### src/isa_pkg.sv
`default_nettype none

package isa_pkg;

  // instruction field widths
  localparam int OPCODE_W   = 7;
  localparam int FUNCT3_W   = 3;
  localparam int REG_ADDR_W = 5;

  // major opcodes handled by the core, anything else is a nop
  typedef enum logic [OPCODE_W-1:0] {
    OP    = 7'b0110011,
    OPIMM = 7'b0010011,
    LUI   = 7'b0110111
  } opcode_e;

  typedef enum logic [3:0] {
    ADD,
    SUB,
    AND,
    OR,
    XOR,
    SLL,
    SRL,
    SRA,
    SLT,
    SLTU,
    PASS_B  // lui result is operand b
  } alu_func_e;

endpackage

`default_nettype wire
### src/ooo_pkg.sv
`default_nettype none

package ooo_pkg;

  typedef logic [31:0] word_t;
  typedef logic [isa_pkg::REG_ADDR_W-1:0] reg_addr_t;

  // default sizing for the top level
  localparam int DEFAULT_ROB_SIZE = 8;
  localparam int DEFAULT_RS_DEPTH = 4;

endpackage

`default_nettype wire

### src/issue_if.sv
`timescale 1ns/1ps
`default_nettype none

// one dispatched instruction, issue unit to alu station
interface issue_if #(
  parameter int ROB_SIZE = 8
);
  localparam int IX_W = $clog2(ROB_SIZE);

  logic                  valid;   // one-cycle strobe
  isa_pkg::alu_func_e    func;
  logic [IX_W-1:0]       rob_ix;  // destination entry
  ooo_pkg::word_t        vi;
  ooo_pkg::word_t        vj;
  logic [IX_W-1:0]       qi;      // producer tags when not ready
  logic [IX_W-1:0]       qj;
  logic                  i_ready;
  logic                  j_ready;

  modport issuer (output valid, func, rob_ix, vi, vj, qi, qj, i_ready, j_ready);
  modport station (input valid, func, rob_ix, vi, vj, qi, qj, i_ready, j_ready);

endinterface

`default_nettype wire

### src/ooo_core_top.sv
`timescale 1ns/1ps
`default_nettype none

module ooo_core_top #(
  parameter int ROB_SIZE = ooo_pkg::DEFAULT_ROB_SIZE,
  parameter int RS_DEPTH = ooo_pkg::DEFAULT_RS_DEPTH
) (
  input  wire                 clk_100mhz,
  input  wire                 sys_rst,
  input  wire                 i_inst_valid,
  input  wire ooo_pkg::word_t i_inst,
  output logic                o_inst_ready,
  output logic                o_commit_valid,
  output ooo_pkg::reg_addr_t  o_commit_rd,
  output ooo_pkg::word_t      o_commit_value
);

  localparam int IX_W = $clog2(ROB_SIZE);

  logic               rob_full;
  logic [IX_W-1:0]    rob_tail;
  logic               rs_space;
  ooo_pkg::word_t     rf_val1;
  ooo_pkg::word_t     rf_val2;
  logic [IX_W-1:0]    rf_tag1;
  logic [IX_W-1:0]    rf_tag2;
  logic               rf_busy1;
  logic               rf_busy2;
  logic               rob_ready1;
  logic               rob_ready2;
  ooo_pkg::word_t     rob_val1;
  ooo_pkg::word_t     rob_val2;
  ooo_pkg::reg_addr_t rs1;
  ooo_pkg::reg_addr_t rs2;
  logic               alloc;
  ooo_pkg::reg_addr_t alloc_rd;
  logic [IX_W-1:0]    commit_ix;
  logic               cdb_valid;  // single producer, no arbitration
  logic [IX_W-1:0]    cdb_rob_ix;
  ooo_pkg::word_t     cdb_value;

  issue_if #(.ROB_SIZE(ROB_SIZE)) dispatch ();

  issue_unit #(.ROB_SIZE(ROB_SIZE)) u_issue (
    .i_inst_valid (i_inst_valid), .i_inst       (i_inst),
    .i_rob_full   (rob_full),     .i_rob_tail   (rob_tail),
    .i_rs_space   (rs_space),
    .i_rf_val1    (rf_val1),      .i_rf_val2    (rf_val2),
    .i_rf_tag1    (rf_tag1),      .i_rf_tag2    (rf_tag2),
    .i_rf_busy1   (rf_busy1),     .i_rf_busy2   (rf_busy2),
    .i_rob_ready1 (rob_ready1),   .i_rob_ready2 (rob_ready2),
    .i_rob_val1   (rob_val1),     .i_rob_val2   (rob_val2),
    .o_inst_ready (o_inst_ready),
    .o_rs1        (rs1),          .o_rs2        (rs2),
    .o_alloc      (alloc),        .o_alloc_rd   (alloc_rd),
    .iss          (dispatch.issuer)
  );

  reg_status_file #(.ROB_SIZE(ROB_SIZE)) u_regs (
    .clk_100mhz     (clk_100mhz),     .sys_rst     (sys_rst),
    .i_rs1          (rs1),            .i_rs2       (rs2),
    .i_alloc        (alloc),          .i_alloc_rd  (alloc_rd),
    .i_alloc_ix     (rob_tail),
    .i_commit       (o_commit_valid), .i_commit_rd (o_commit_rd),
    .i_commit_value (o_commit_value), .i_commit_ix (commit_ix),
    .o_val1         (rf_val1),        .o_val2      (rf_val2),
    .o_tag1         (rf_tag1),        .o_tag2      (rf_tag2),
    .o_busy1        (rf_busy1),       .o_busy2     (rf_busy2)
  );

  reorder_buffer #(.ROB_SIZE(ROB_SIZE)) u_rob (
    .clk_100mhz    (clk_100mhz),     .sys_rst        (sys_rst),
    .i_alloc       (alloc),          .i_alloc_rd     (alloc_rd),
    .i_cdb_valid   (cdb_valid),      .i_cdb_rob_ix   (cdb_rob_ix),
    .i_cdb_value   (cdb_value),
    .i_look_ix1    (rf_tag1),        .i_look_ix2     (rf_tag2),
    .o_full        (rob_full),       .o_tail         (rob_tail),
    .o_look_ready1 (rob_ready1),     .o_look_ready2  (rob_ready2),
    .o_look_val1   (rob_val1),       .o_look_val2    (rob_val2),
    .o_commit      (o_commit_valid), .o_commit_rd    (o_commit_rd),
    .o_commit_value(o_commit_value), .o_commit_ix    (commit_ix)
  );

  alu_station #(.ROB_SIZE(ROB_SIZE), .RS_DEPTH(RS_DEPTH)) u_alu_rs (
    .clk_100mhz   (clk_100mhz),
    .sys_rst      (sys_rst),
    .iss          (dispatch.station),
    .o_rs_space   (rs_space),
    .o_cdb_valid  (cdb_valid),
    .o_cdb_rob_ix (cdb_rob_ix),
    .o_cdb_value  (cdb_value)
  );

endmodule

`default_nettype wire

### src/alu_station.sv
`timescale 1ns/1ps
`default_nettype none

module alu_station #(
  parameter int ROB_SIZE = 8,
  parameter int RS_DEPTH = 4
) (
  input  wire                         clk_100mhz,
  input  wire                         sys_rst,
  issue_if.station                    iss,
  output logic                        o_rs_space,
  output logic                        o_cdb_valid,
  output logic [$clog2(ROB_SIZE)-1:0] o_cdb_rob_ix,
  output ooo_pkg::word_t              o_cdb_value
);

  localparam int IX_W  = $clog2(ROB_SIZE);
  localparam int SEL_W = (RS_DEPTH > 1) ? $clog2(RS_DEPTH) : 1;

  logic [RS_DEPTH-1:0] busy;
  logic [RS_DEPTH-1:0] rdy_i;
  logic [RS_DEPTH-1:0] rdy_j;
  isa_pkg::alu_func_e  ent_func [RS_DEPTH];
  logic [IX_W-1:0]     ent_rob  [RS_DEPTH];
  logic [IX_W-1:0]     ent_qi   [RS_DEPTH];
  logic [IX_W-1:0]     ent_qj   [RS_DEPTH];
  ooo_pkg::word_t      ent_vi   [RS_DEPTH];
  ooo_pkg::word_t      ent_vj   [RS_DEPTH];

  logic                free_sel_valid;
  logic [SEL_W-1:0]    free_sel;
  logic                ex_hit;
  logic [SEL_W-1:0]    ex_sel;
  logic                cdb_hit_i;  // incoming operand arrives on the bus now
  logic                cdb_hit_j;
  ooo_pkg::word_t      op_a;
  ooo_pkg::word_t      op_b;
  ooo_pkg::word_t      result;

  assign o_rs_space = free_sel_valid;
  assign cdb_hit_i  = o_cdb_valid && (o_cdb_rob_ix == iss.qi);
  assign cdb_hit_j  = o_cdb_valid && (o_cdb_rob_ix == iss.qj);

  // lowest free slot and lowest slot ready to run
  always_comb begin
    free_sel_valid = 1'b0;
    free_sel       = '0;
    ex_hit         = 1'b0;
    ex_sel         = '0;
    for (int e = RS_DEPTH - 1; e >= 0; e--) begin
      if (!busy[e]) begin
        free_sel_valid = 1'b1;
        free_sel       = SEL_W'(e);
      end
      if (busy[e] && rdy_i[e] && rdy_j[e]) begin
        ex_hit = 1'b1;
        ex_sel = SEL_W'(e);
      end
    end
  end

  assign op_a = ent_vi[ex_sel];
  assign op_b = ent_vj[ex_sel];

  always_comb begin
    case (ent_func[ex_sel])
      isa_pkg::ADD:    result = op_a + op_b;
      isa_pkg::SUB:    result = op_a - op_b;
      isa_pkg::AND:    result = op_a & op_b;
      isa_pkg::OR:     result = op_a | op_b;
      isa_pkg::XOR:    result = op_a ^ op_b;
      isa_pkg::SLL:    result = op_a << op_b[4:0];
      isa_pkg::SRL:    result = op_a >> op_b[4:0];
      isa_pkg::SRA:    result = $signed(op_a) >>> op_b[4:0];
      isa_pkg::SLT:    result = ooo_pkg::word_t'($signed(op_a) < $signed(op_b));
      isa_pkg::SLTU:   result = ooo_pkg::word_t'(op_a < op_b);
      isa_pkg::PASS_B: result = op_b;
      default:         result = '0;
    endcase
  end

  always_ff @(posedge clk_100mhz) begin
    if (sys_rst) begin
      busy        <= '0;
      o_cdb_valid <= 1'b0;
    end else begin
      if (ex_hit) begin
        busy[ex_sel] <= 1'b0;  // slot frees as it leaves for the alu
      end
      if (iss.valid) begin
        busy[free_sel] <= 1'b1;
      end
      o_cdb_valid <= ex_hit;
    end
  end

  always_ff @(posedge clk_100mhz) begin
    // snoop the bus for waiting operands
    for (int e = 0; e < RS_DEPTH; e++) begin
      if (o_cdb_valid && !rdy_i[e] && ent_qi[e] == o_cdb_rob_ix) begin
        ent_vi[e] <= o_cdb_value;
        rdy_i[e]  <= 1'b1;
      end
      if (o_cdb_valid && !rdy_j[e] && ent_qj[e] == o_cdb_rob_ix) begin
        ent_vj[e] <= o_cdb_value;
        rdy_j[e]  <= 1'b1;
      end
    end
    if (iss.valid) begin
      ent_func[free_sel] <= iss.func;
      ent_rob[free_sel]  <= iss.rob_ix;
      ent_qi[free_sel]   <= iss.qi;
      ent_qj[free_sel]   <= iss.qj;
      ent_vi[free_sel]   <= iss.i_ready ? iss.vi : o_cdb_value;
      ent_vj[free_sel]   <= iss.j_ready ? iss.vj : o_cdb_value;
      rdy_i[free_sel]    <= iss.i_ready || cdb_hit_i;
      rdy_j[free_sel]    <= iss.j_ready || cdb_hit_j;
    end
    if (ex_hit) begin
      o_cdb_rob_ix <= ent_rob[ex_sel];
      o_cdb_value  <= result;
    end
  end

endmodule

`default_nettype wire

### src/reorder_buffer.sv
`timescale 1ns/1ps
`default_nettype none

module reorder_buffer #(
  parameter int ROB_SIZE = 8
) (
  input  wire                         clk_100mhz,
  input  wire                         sys_rst,
  input  wire                         i_alloc,
  input  wire ooo_pkg::reg_addr_t     i_alloc_rd,
  input  wire                         i_cdb_valid,
  input  wire [$clog2(ROB_SIZE)-1:0]  i_cdb_rob_ix,
  input  wire ooo_pkg::word_t         i_cdb_value,
  input  wire [$clog2(ROB_SIZE)-1:0]  i_look_ix1,
  input  wire [$clog2(ROB_SIZE)-1:0]  i_look_ix2,
  output logic                        o_full,
  output logic [$clog2(ROB_SIZE)-1:0] o_tail,
  output logic                        o_look_ready1,
  output logic                        o_look_ready2,
  output ooo_pkg::word_t              o_look_val1,
  output ooo_pkg::word_t              o_look_val2,
  output logic                        o_commit,
  output ooo_pkg::reg_addr_t          o_commit_rd,
  output ooo_pkg::word_t              o_commit_value,
  output logic [$clog2(ROB_SIZE)-1:0] o_commit_ix
);

  localparam int IX_W  = $clog2(ROB_SIZE);
  localparam int CNT_W = IX_W + 1;

  ooo_pkg::reg_addr_t  ent_rd    [ROB_SIZE];
  ooo_pkg::word_t      ent_value [ROB_SIZE];
  logic [ROB_SIZE-1:0] ent_ready;            // result has arrived
  logic [IX_W-1:0]     head;
  logic [IX_W-1:0]     tail;
  logic [CNT_W-1:0]    count;

  // circular increment, also for sizes that are not a power of two
  function automatic logic [IX_W-1:0] bump(input logic [IX_W-1:0] ix);
    if (ix == IX_W'(ROB_SIZE - 1)) begin
      return '0;
    end
    return ix + 1'b1;
  endfunction

  assign o_full = (count == CNT_W'(ROB_SIZE));
  assign o_tail = tail;

  // operand lookups for the issue unit
  assign o_look_ready1 = ent_ready[i_look_ix1];
  assign o_look_ready2 = ent_ready[i_look_ix2];
  assign o_look_val1   = ent_value[i_look_ix1];
  assign o_look_val2   = ent_value[i_look_ix2];

  // head retires as soon as its result is in
  assign o_commit       = (count != '0) && ent_ready[head];
  assign o_commit_ix    = head;
  assign o_commit_rd    = ent_rd[head];
  assign o_commit_value = ent_value[head];

  always_ff @(posedge clk_100mhz) begin
    if (sys_rst) begin
      head      <= '0;
      tail      <= '0;
      count     <= '0;
      ent_ready <= '0;
    end else begin
      if (i_cdb_valid) begin
        ent_ready[i_cdb_rob_ix] <= 1'b1;
      end
      if (i_alloc) begin
        ent_ready[tail] <= 1'b0;
        tail            <= bump(tail);
      end
      if (o_commit) begin
        head <= bump(head);
      end
      count <= count + CNT_W'(i_alloc) - CNT_W'(o_commit);
    end
  end

  always_ff @(posedge clk_100mhz) begin
    if (i_alloc) begin
      ent_rd[tail] <= i_alloc_rd;
    end
    if (i_cdb_valid) begin
      ent_value[i_cdb_rob_ix] <= i_cdb_value;
    end
  end

endmodule

`default_nettype wire

### src/reg_status_file.sv
`timescale 1ns/1ps
`default_nettype none

module reg_status_file #(
  parameter int ROB_SIZE = 8
) (
  input  wire                         clk_100mhz,
  input  wire                         sys_rst,
  input  wire ooo_pkg::reg_addr_t     i_rs1,
  input  wire ooo_pkg::reg_addr_t     i_rs2,
  input  wire                         i_alloc,
  input  wire ooo_pkg::reg_addr_t     i_alloc_rd,
  input  wire [$clog2(ROB_SIZE)-1:0]  i_alloc_ix,
  input  wire                         i_commit,
  input  wire ooo_pkg::reg_addr_t     i_commit_rd,
  input  wire ooo_pkg::word_t         i_commit_value,
  input  wire [$clog2(ROB_SIZE)-1:0]  i_commit_ix,
  output ooo_pkg::word_t              o_val1,
  output ooo_pkg::word_t              o_val2,
  output logic [$clog2(ROB_SIZE)-1:0] o_tag1,
  output logic [$clog2(ROB_SIZE)-1:0] o_tag2,
  output logic                        o_busy1,
  output logic                        o_busy2
);

  localparam int NREG = 2 ** isa_pkg::REG_ADDR_W;
  localparam int IX_W = $clog2(ROB_SIZE);

  ooo_pkg::word_t  regs [NREG];
  logic [NREG-1:0] busy;
  logic [IX_W-1:0] tags [NREG];  // rob entry that will write the register

  // x0 is never written or marked busy, so it reads zero
  assign o_val1  = regs[i_rs1];
  assign o_val2  = regs[i_rs2];
  assign o_tag1  = tags[i_rs1];
  assign o_tag2  = tags[i_rs2];
  assign o_busy1 = busy[i_rs1];
  assign o_busy2 = busy[i_rs2];

  always_ff @(posedge clk_100mhz) begin
    if (sys_rst) begin
      for (int r = 0; r < NREG; r++) begin
        regs[r] <= '0;
      end
      busy <= '0;
    end else begin
      if (i_commit && i_commit_rd != '0) begin
        regs[i_commit_rd] <= i_commit_value;
        // younger writer still pending, keep it busy
        if (tags[i_commit_rd] == i_commit_ix) begin
          busy[i_commit_rd] <= 1'b0;
        end
      end
      if (i_alloc && i_alloc_rd != '0) begin
        busy[i_alloc_rd] <= 1'b1;  // wins over a same-cycle clear
      end
    end
  end

  always_ff @(posedge clk_100mhz) begin
    if (i_alloc && i_alloc_rd != '0) begin
      tags[i_alloc_rd] <= i_alloc_ix;
    end
  end

endmodule

`default_nettype wire

### src/issue_unit.sv
`timescale 1ns/1ps
`default_nettype none

module issue_unit #(
  parameter int ROB_SIZE = 8
) (
  input  wire                        i_inst_valid,
  input  wire ooo_pkg::word_t        i_inst,
  input  wire                        i_rob_full,
  input  wire [$clog2(ROB_SIZE)-1:0] i_rob_tail,
  input  wire                        i_rs_space,
  input  wire ooo_pkg::word_t        i_rf_val1,
  input  wire ooo_pkg::word_t        i_rf_val2,
  input  wire [$clog2(ROB_SIZE)-1:0] i_rf_tag1,
  input  wire [$clog2(ROB_SIZE)-1:0] i_rf_tag2,
  input  wire                        i_rf_busy1,
  input  wire                        i_rf_busy2,
  input  wire                        i_rob_ready1,
  input  wire                        i_rob_ready2,
  input  wire ooo_pkg::word_t        i_rob_val1,
  input  wire ooo_pkg::word_t        i_rob_val2,
  output logic                       o_inst_ready,
  output ooo_pkg::reg_addr_t         o_rs1,
  output ooo_pkg::reg_addr_t         o_rs2,
  output logic                       o_alloc,
  output ooo_pkg::reg_addr_t         o_alloc_rd,
  issue_if.issuer                    iss
);

  isa_pkg::opcode_e              opcode;
  logic [isa_pkg::FUNCT3_W-1:0]  funct3;
  logic                          alt;        // inst[30], sub and sra
  logic                          supported;
  logic                          use_imm;
  ooo_pkg::word_t                imm;

  assign opcode     = isa_pkg::opcode_e'(i_inst[isa_pkg::OPCODE_W-1:0]);
  assign funct3     = i_inst[12 +: isa_pkg::FUNCT3_W];
  assign alt        = i_inst[30];
  assign o_rs1      = i_inst[15 +: isa_pkg::REG_ADDR_W];
  assign o_rs2      = i_inst[20 +: isa_pkg::REG_ADDR_W];
  assign o_alloc_rd = i_inst[7 +: isa_pkg::REG_ADDR_W];

  // nops are taken under the same condition, they just allocate nothing
  assign o_inst_ready = !i_rob_full && i_rs_space;
  assign o_alloc      = i_inst_valid && supported && o_inst_ready;
  assign iss.valid    = o_alloc;
  assign iss.rob_ix   = i_rob_tail;
  assign iss.qi       = i_rf_tag1;
  assign iss.qj       = i_rf_tag2;

  always_comb begin
    supported = 1'b1;
    use_imm   = (opcode != isa_pkg::OP);
    imm       = {{20{i_inst[31]}}, i_inst[31:20]};  // i-type
    case (funct3)
      3'b000:  iss.func = (alt && opcode == isa_pkg::OP) ? isa_pkg::SUB : isa_pkg::ADD;
      3'b001:  iss.func = isa_pkg::SLL;
      3'b010:  iss.func = isa_pkg::SLT;
      3'b011:  iss.func = isa_pkg::SLTU;
      3'b100:  iss.func = isa_pkg::XOR;
      3'b101:  iss.func = alt ? isa_pkg::SRA : isa_pkg::SRL;
      3'b110:  iss.func = isa_pkg::OR;
      default: iss.func = isa_pkg::AND;
    endcase
    if (opcode == isa_pkg::LUI) begin
      iss.func = isa_pkg::PASS_B;
      imm      = {i_inst[31:12], 12'b0};
    end else if (opcode != isa_pkg::OP && opcode != isa_pkg::OPIMM) begin
      supported = 1'b0;
    end
  end

  // operand a: register, then rob entry, else wait on tag
  always_comb begin
    if (opcode == isa_pkg::LUI || !i_rf_busy1) begin
      iss.vi      = (opcode == isa_pkg::LUI) ? '0 : i_rf_val1;
      iss.i_ready = 1'b1;
    end else begin
      iss.vi      = i_rob_val1;
      iss.i_ready = i_rob_ready1;
    end
    if (use_imm) begin
      iss.vj      = imm;
      iss.j_ready = 1'b1;
    end else if (!i_rf_busy2) begin
      iss.vj      = i_rf_val2;
      iss.j_ready = 1'b1;
    end else begin
      iss.vj      = i_rob_val2;
      iss.j_ready = i_rob_ready2;
    end
  end

endmodule

`default_nettype wire

### config.mk
export PLATFORM = sky130hd
export DESIGN_NAME = ooo_core_top
export DESIGN_NICKNAME = d
export VERILOG_FILES = /design/src/isa_pkg.sv /design/src/ooo_pkg.sv /design/src/issue_if.sv /design/src/ooo_core_top.sv /design/src/alu_station.sv /design/src/reorder_buffer.sv /design/src/reg_status_file.sv /design/src/issue_unit.sv
export SDC_FILE = /design/constraint.sdc
export NUM_CORES = 2
export LEC_CHECK = 0
export BUFFER_PORTS_ARGS = -buffer_cell sky130_fd_sc_hd__buf_4
export CAP_MARGIN = 30
export CORE_ASPECT_RATIO = 1.25
export CORE_MARGIN = 8
export CORE_UTILIZATION = 65
export CTS_CLUSTER_DIAMETER = 50
export DETAILED_ROUTE_END_ITERATION = 10
export PLACE_DENSITY = 0.81
export RECOVER_POWER = 50
export SYNTH_ARGS = -nofsm -noshare
export SYNTH_HDL_FRONTEND = slang
export SYNTH_HIERARCHICAL = 1
export SYNTH_SLANG_ARGS = --single-unit
### constraint.sdc
create_clock -name clk_100mhz -period 7.1 [get_ports clk_100mhz]
set_input_delay 0.71 -clock clk_100mhz [delete_from_list [all_inputs] [get_ports clk_100mhz]]
set_output_delay 0.71 -clock clk_100mhz [all_outputs]
set_load 0.02 [all_outputs]
==> run metrics <==
CTS Buf Count=approximately 190; IO Pins=74; WL/cell=about 38 µm; cts hold-fix bufs=0; clk slew on worst S/H paths=roughly 0.070 ns; initial core utilization=between 60 and 70%; crit path kind=primary input to flop; RSZ-0062 raised after global routing=false; Post-synth top cells=edfxtp_1 (1759), and2_1 (998), mux4_2 (927), mux2_2 (480), clkbuf_1 (401); Clock Root Buffer=clkbuf_16; synth warn=6; Max Slew Vio Count=between 1000 and 1500; Clock Skew=a little under 0.03 ns; Leak Pwr=38.9 nW; Die Height=about 460 µm; failing checks=max-capacitance violations, max-slew violations; area leader, netlist=edfxtp_1; CTS tree=yes; Die Footprint=between 150000 and 200000 µm²; Worst Hold Class=primary input to flop; Filler Cells Inserted=between 10000 and 15000; status=complete, but fails checks; MaxCap Viol Count=42; GR Util met1=a little under half; min Tclk post-route=slightly below 7 ns; count leader, synth=edfxtp_1; Synth cell types=roughly 120; CTS sink cnt=1825; Final period util=around 95%; CP peak stage delay=2.26 ns; Detail Route Antenna Nets=0; setup bufs post-CTS=0; met2 usage=approximately 64%; Mapped Area=roughly 100000 µm²; first-pass GRT wire length=roughly 500000 µm; WL final=around 350000 µm; GRT busiest layer=met2; Synth top area share=~51%; crit-path cells=clkbuf_1 -> nand4_1 -> nor2_4 -> clkbuf_1 -> or3b_2 -> nand2_1 -> buf_4 -> mux2_2; Final setup viols=0; Slew @ Worst Pin=5.11 ns; final core utilization=between 70% and 80%; Pwr Density=between 200 and 250 nW/µm²; Crit path required time=approximately 7.7 ns; Resized cells post-CTS=0; fraction of layout cells with a size suffix above 1=between 20% and 30%; Iter 0 DRT Violations=between 10000 and 15000; number of synthesized flops with an enable pin=1759; pin count of the biggest net entering global routing=between 100 and 150; Hold Fails Final Rpt=0; grt ovf=0; CP startpoint kind=primary input; # rows=between 150 and 200; slowest CP cell=clkbuf_1; worst-case reg-to-reg path depth=7; total global-route track usage=39.6%; RePlAce Congestion=between 1 and 1.5; post-synthesis async set-or-reset flop share=0%; register area share after synthesis=51.8%; flops & latches, synth=about 1800; vias in the first global route=a little over 70000; antenna violations before repair=22; most frequent CP cell=clkbuf_1; Syn Inst Count=around 7000; Detail Placement HPWL=approximately 230000 µm; Arr. time, crit path=between 7 and 8 ns; nets=about 7100; clk_lat worst skew=between 0.8 and 0.9 ns; H-Tree Depth=4; width of the die=~370 µm; average cell area after synthesis=roughly 15 µm²; Residual DRC=0; GRT met3 Usage=roughly a tenth; critical-path maximum fanout=36; max frequency=roughly 150 MHz; maximum clock path buffer count=3; via count=between 70000 and 80000; maximum VDD drop=between 200 and 300 µV; Min-Delay Path Depth=2; Post-Route Setup TNS=0 ns; top cells by area, synth=edfxtp_1 (51%), mux4_2 (20%), and2_1 (6.0%), mux2_2 (5.2%), mux2i_1 (2.6%); P&R area growth vs syn=8.46%; input/output buffers=between 70 and 80; CORE AREA=around 160000 µm²; CP Capture Type=flop; Pre-Repair DR Iteration Count=8; Main synth FF type=edfxtp_1; drt via density=7.69; relative slew slack=-240%
path summary, 6_finish.rpt:
kind                            slack (ns)                                end                              start
worst max-delay path                  0.33   u_alu_rs/ent_vi[0][16]$_DFFE_PP_                          i_inst[2]
worst min-delay path                  0.46  u_alu_rs/ent_func[1][2]$_DFFE_PP_                         i_inst[13]
worst max register to register        0.41   u_regs/regs[4][20]$_SDFFCE_PN0P_  u_rob/o_commit_ix[0]$_SDFFE_PP0P_
worst min register to register        0.50          u_regs/busy[0]$_SDFF_PP0_          u_regs/busy[0]$_SDFF_PP0_
placed cells by master (no fill, tap or decap), types with 31 or more instances in the layout:
master,synthesis,final
a211oi_1,31,31
a21oi_1,113,113
and2_0,1,121
and2_1,998,878
buf_4,51,249
clkbuf_1,401,84
clkbuf_16,0,187
conb_1,1,35
dfxtp_1,66,63
edfxtp_1,1759,1759
ha_1,112,112
inv_1,97,97
mux2_2,480,472
mux2i_1,274,274
mux4_2,927,927
nand2_1,136,136
nand3_1,42,42
nor2_1,350,324
nor3_1,109,109
o211ai_1,37,37
o21ai_0,148,147
o22a_1,37,37
o22ai_1,73,73
xnor2_1,43,43
cells by family after synthesis:
family | count (synthesis) | share of synthesized area (%)
xor gates and xnor gates | 53 | 0.444
adders and majority gates | 115 | 1.40
muxes | 1683 | 27.8
and+or+nand+nor | 1849 | 10.0
other | 1 | 0.00359
buffers and inverters | 768 | 3.19
AOI/OAI and AO/OA | 771 | 5.30
DFF | 1825 | 51.8
final cells by class:
type | instances | area (µm²) | area share [%]
diodes | 3 | 7.51 | 0.00663
clock buffers | 237 | 4940 | 4.36
flip-flops and latches | 1825 | 54200 | 47.8
multi-input cells | 4506 | 47500 | 42.0
well taps | 2075 | 2600 | 2.29
repair buffers | 338 | 2670 | 2.36
inverters | 101 | 379 | 0.335
clock inverters | 99 | 1020 | 0.899
critical path, delay by kind of cell:
kind | cells | cell delay [ns]
simple gates | 4 | 2.07
buf+inv | 3 | 4.11
mux | 1 | 0.37
per-layer routing:
metal / vias up / wire length [µm]
met5: - / 150
met4: 24 / 30100
met3: 1582 / 41900
met2: 5910 / 167000
met1: 35494 / 112000
li1: 27626 / -
metrics by stage:
step / std cells / power [W] / hold WS [ns] / instance area (µm²) / setup slack (ns)
floorplan: 7099 / 0.0135 / 0.451 / 105000 / 1.62
global placement: 8816 / 0.0140 / 0.468 / 107000 / 1.12
detailed placement: 8844 / 0.0141 / 0.476 / 108000 / 0.949
CTS: 9180 / 0.0236 / 0.182 / 114000 / 0.925
global route: 9182 / 0.0241 / 0.437 / 113000 / 0.365
finish: 9184 / 0.0237 / 0.458 / 113000 / 0.332
power by group:
| part | total, W | switching, W | leakage [nW] | internal, W |
|---|---|---|---|---|
| clock | 0.00973 | 0.00430 | 2.92 | 0.00543 |
| combinational | 0.00185 | 0.00104 | 18.3 | 0.000814 |
| sequential | 0.0121 | 0.000127 | 17.7 | 0.0119 |
| total | 0.0237 | 0.00547 | 38.9 | 0.0182 |
registers in the layout, summed over array words and instances, names as in the netlist, 8 cells and up, named ones only:
| name | cells |
|---|---|
| u_alu_rs/ent_vi | 128 |
| u_alu_rs/ent_rob | 12 |
| u_alu_rs/ent_qj | 12 |
| u_alu_rs/ent_vj | 128 |
| u_rob/ent_value | 256 |
| u_regs/busy | 32 |
| u_alu_rs/ent_func | 16 |
| u_regs/tags | 96 |
| u_alu_rs/o_cdb_value | 32 |
| u_rob/ent_ready | 8 |
| u_regs/regs | 1024 |
| u_alu_rs/ent_qi | 12 |
| u_rob/ent_rd | 40 |
Note: power is estimated with default switching activity, not from simulation.
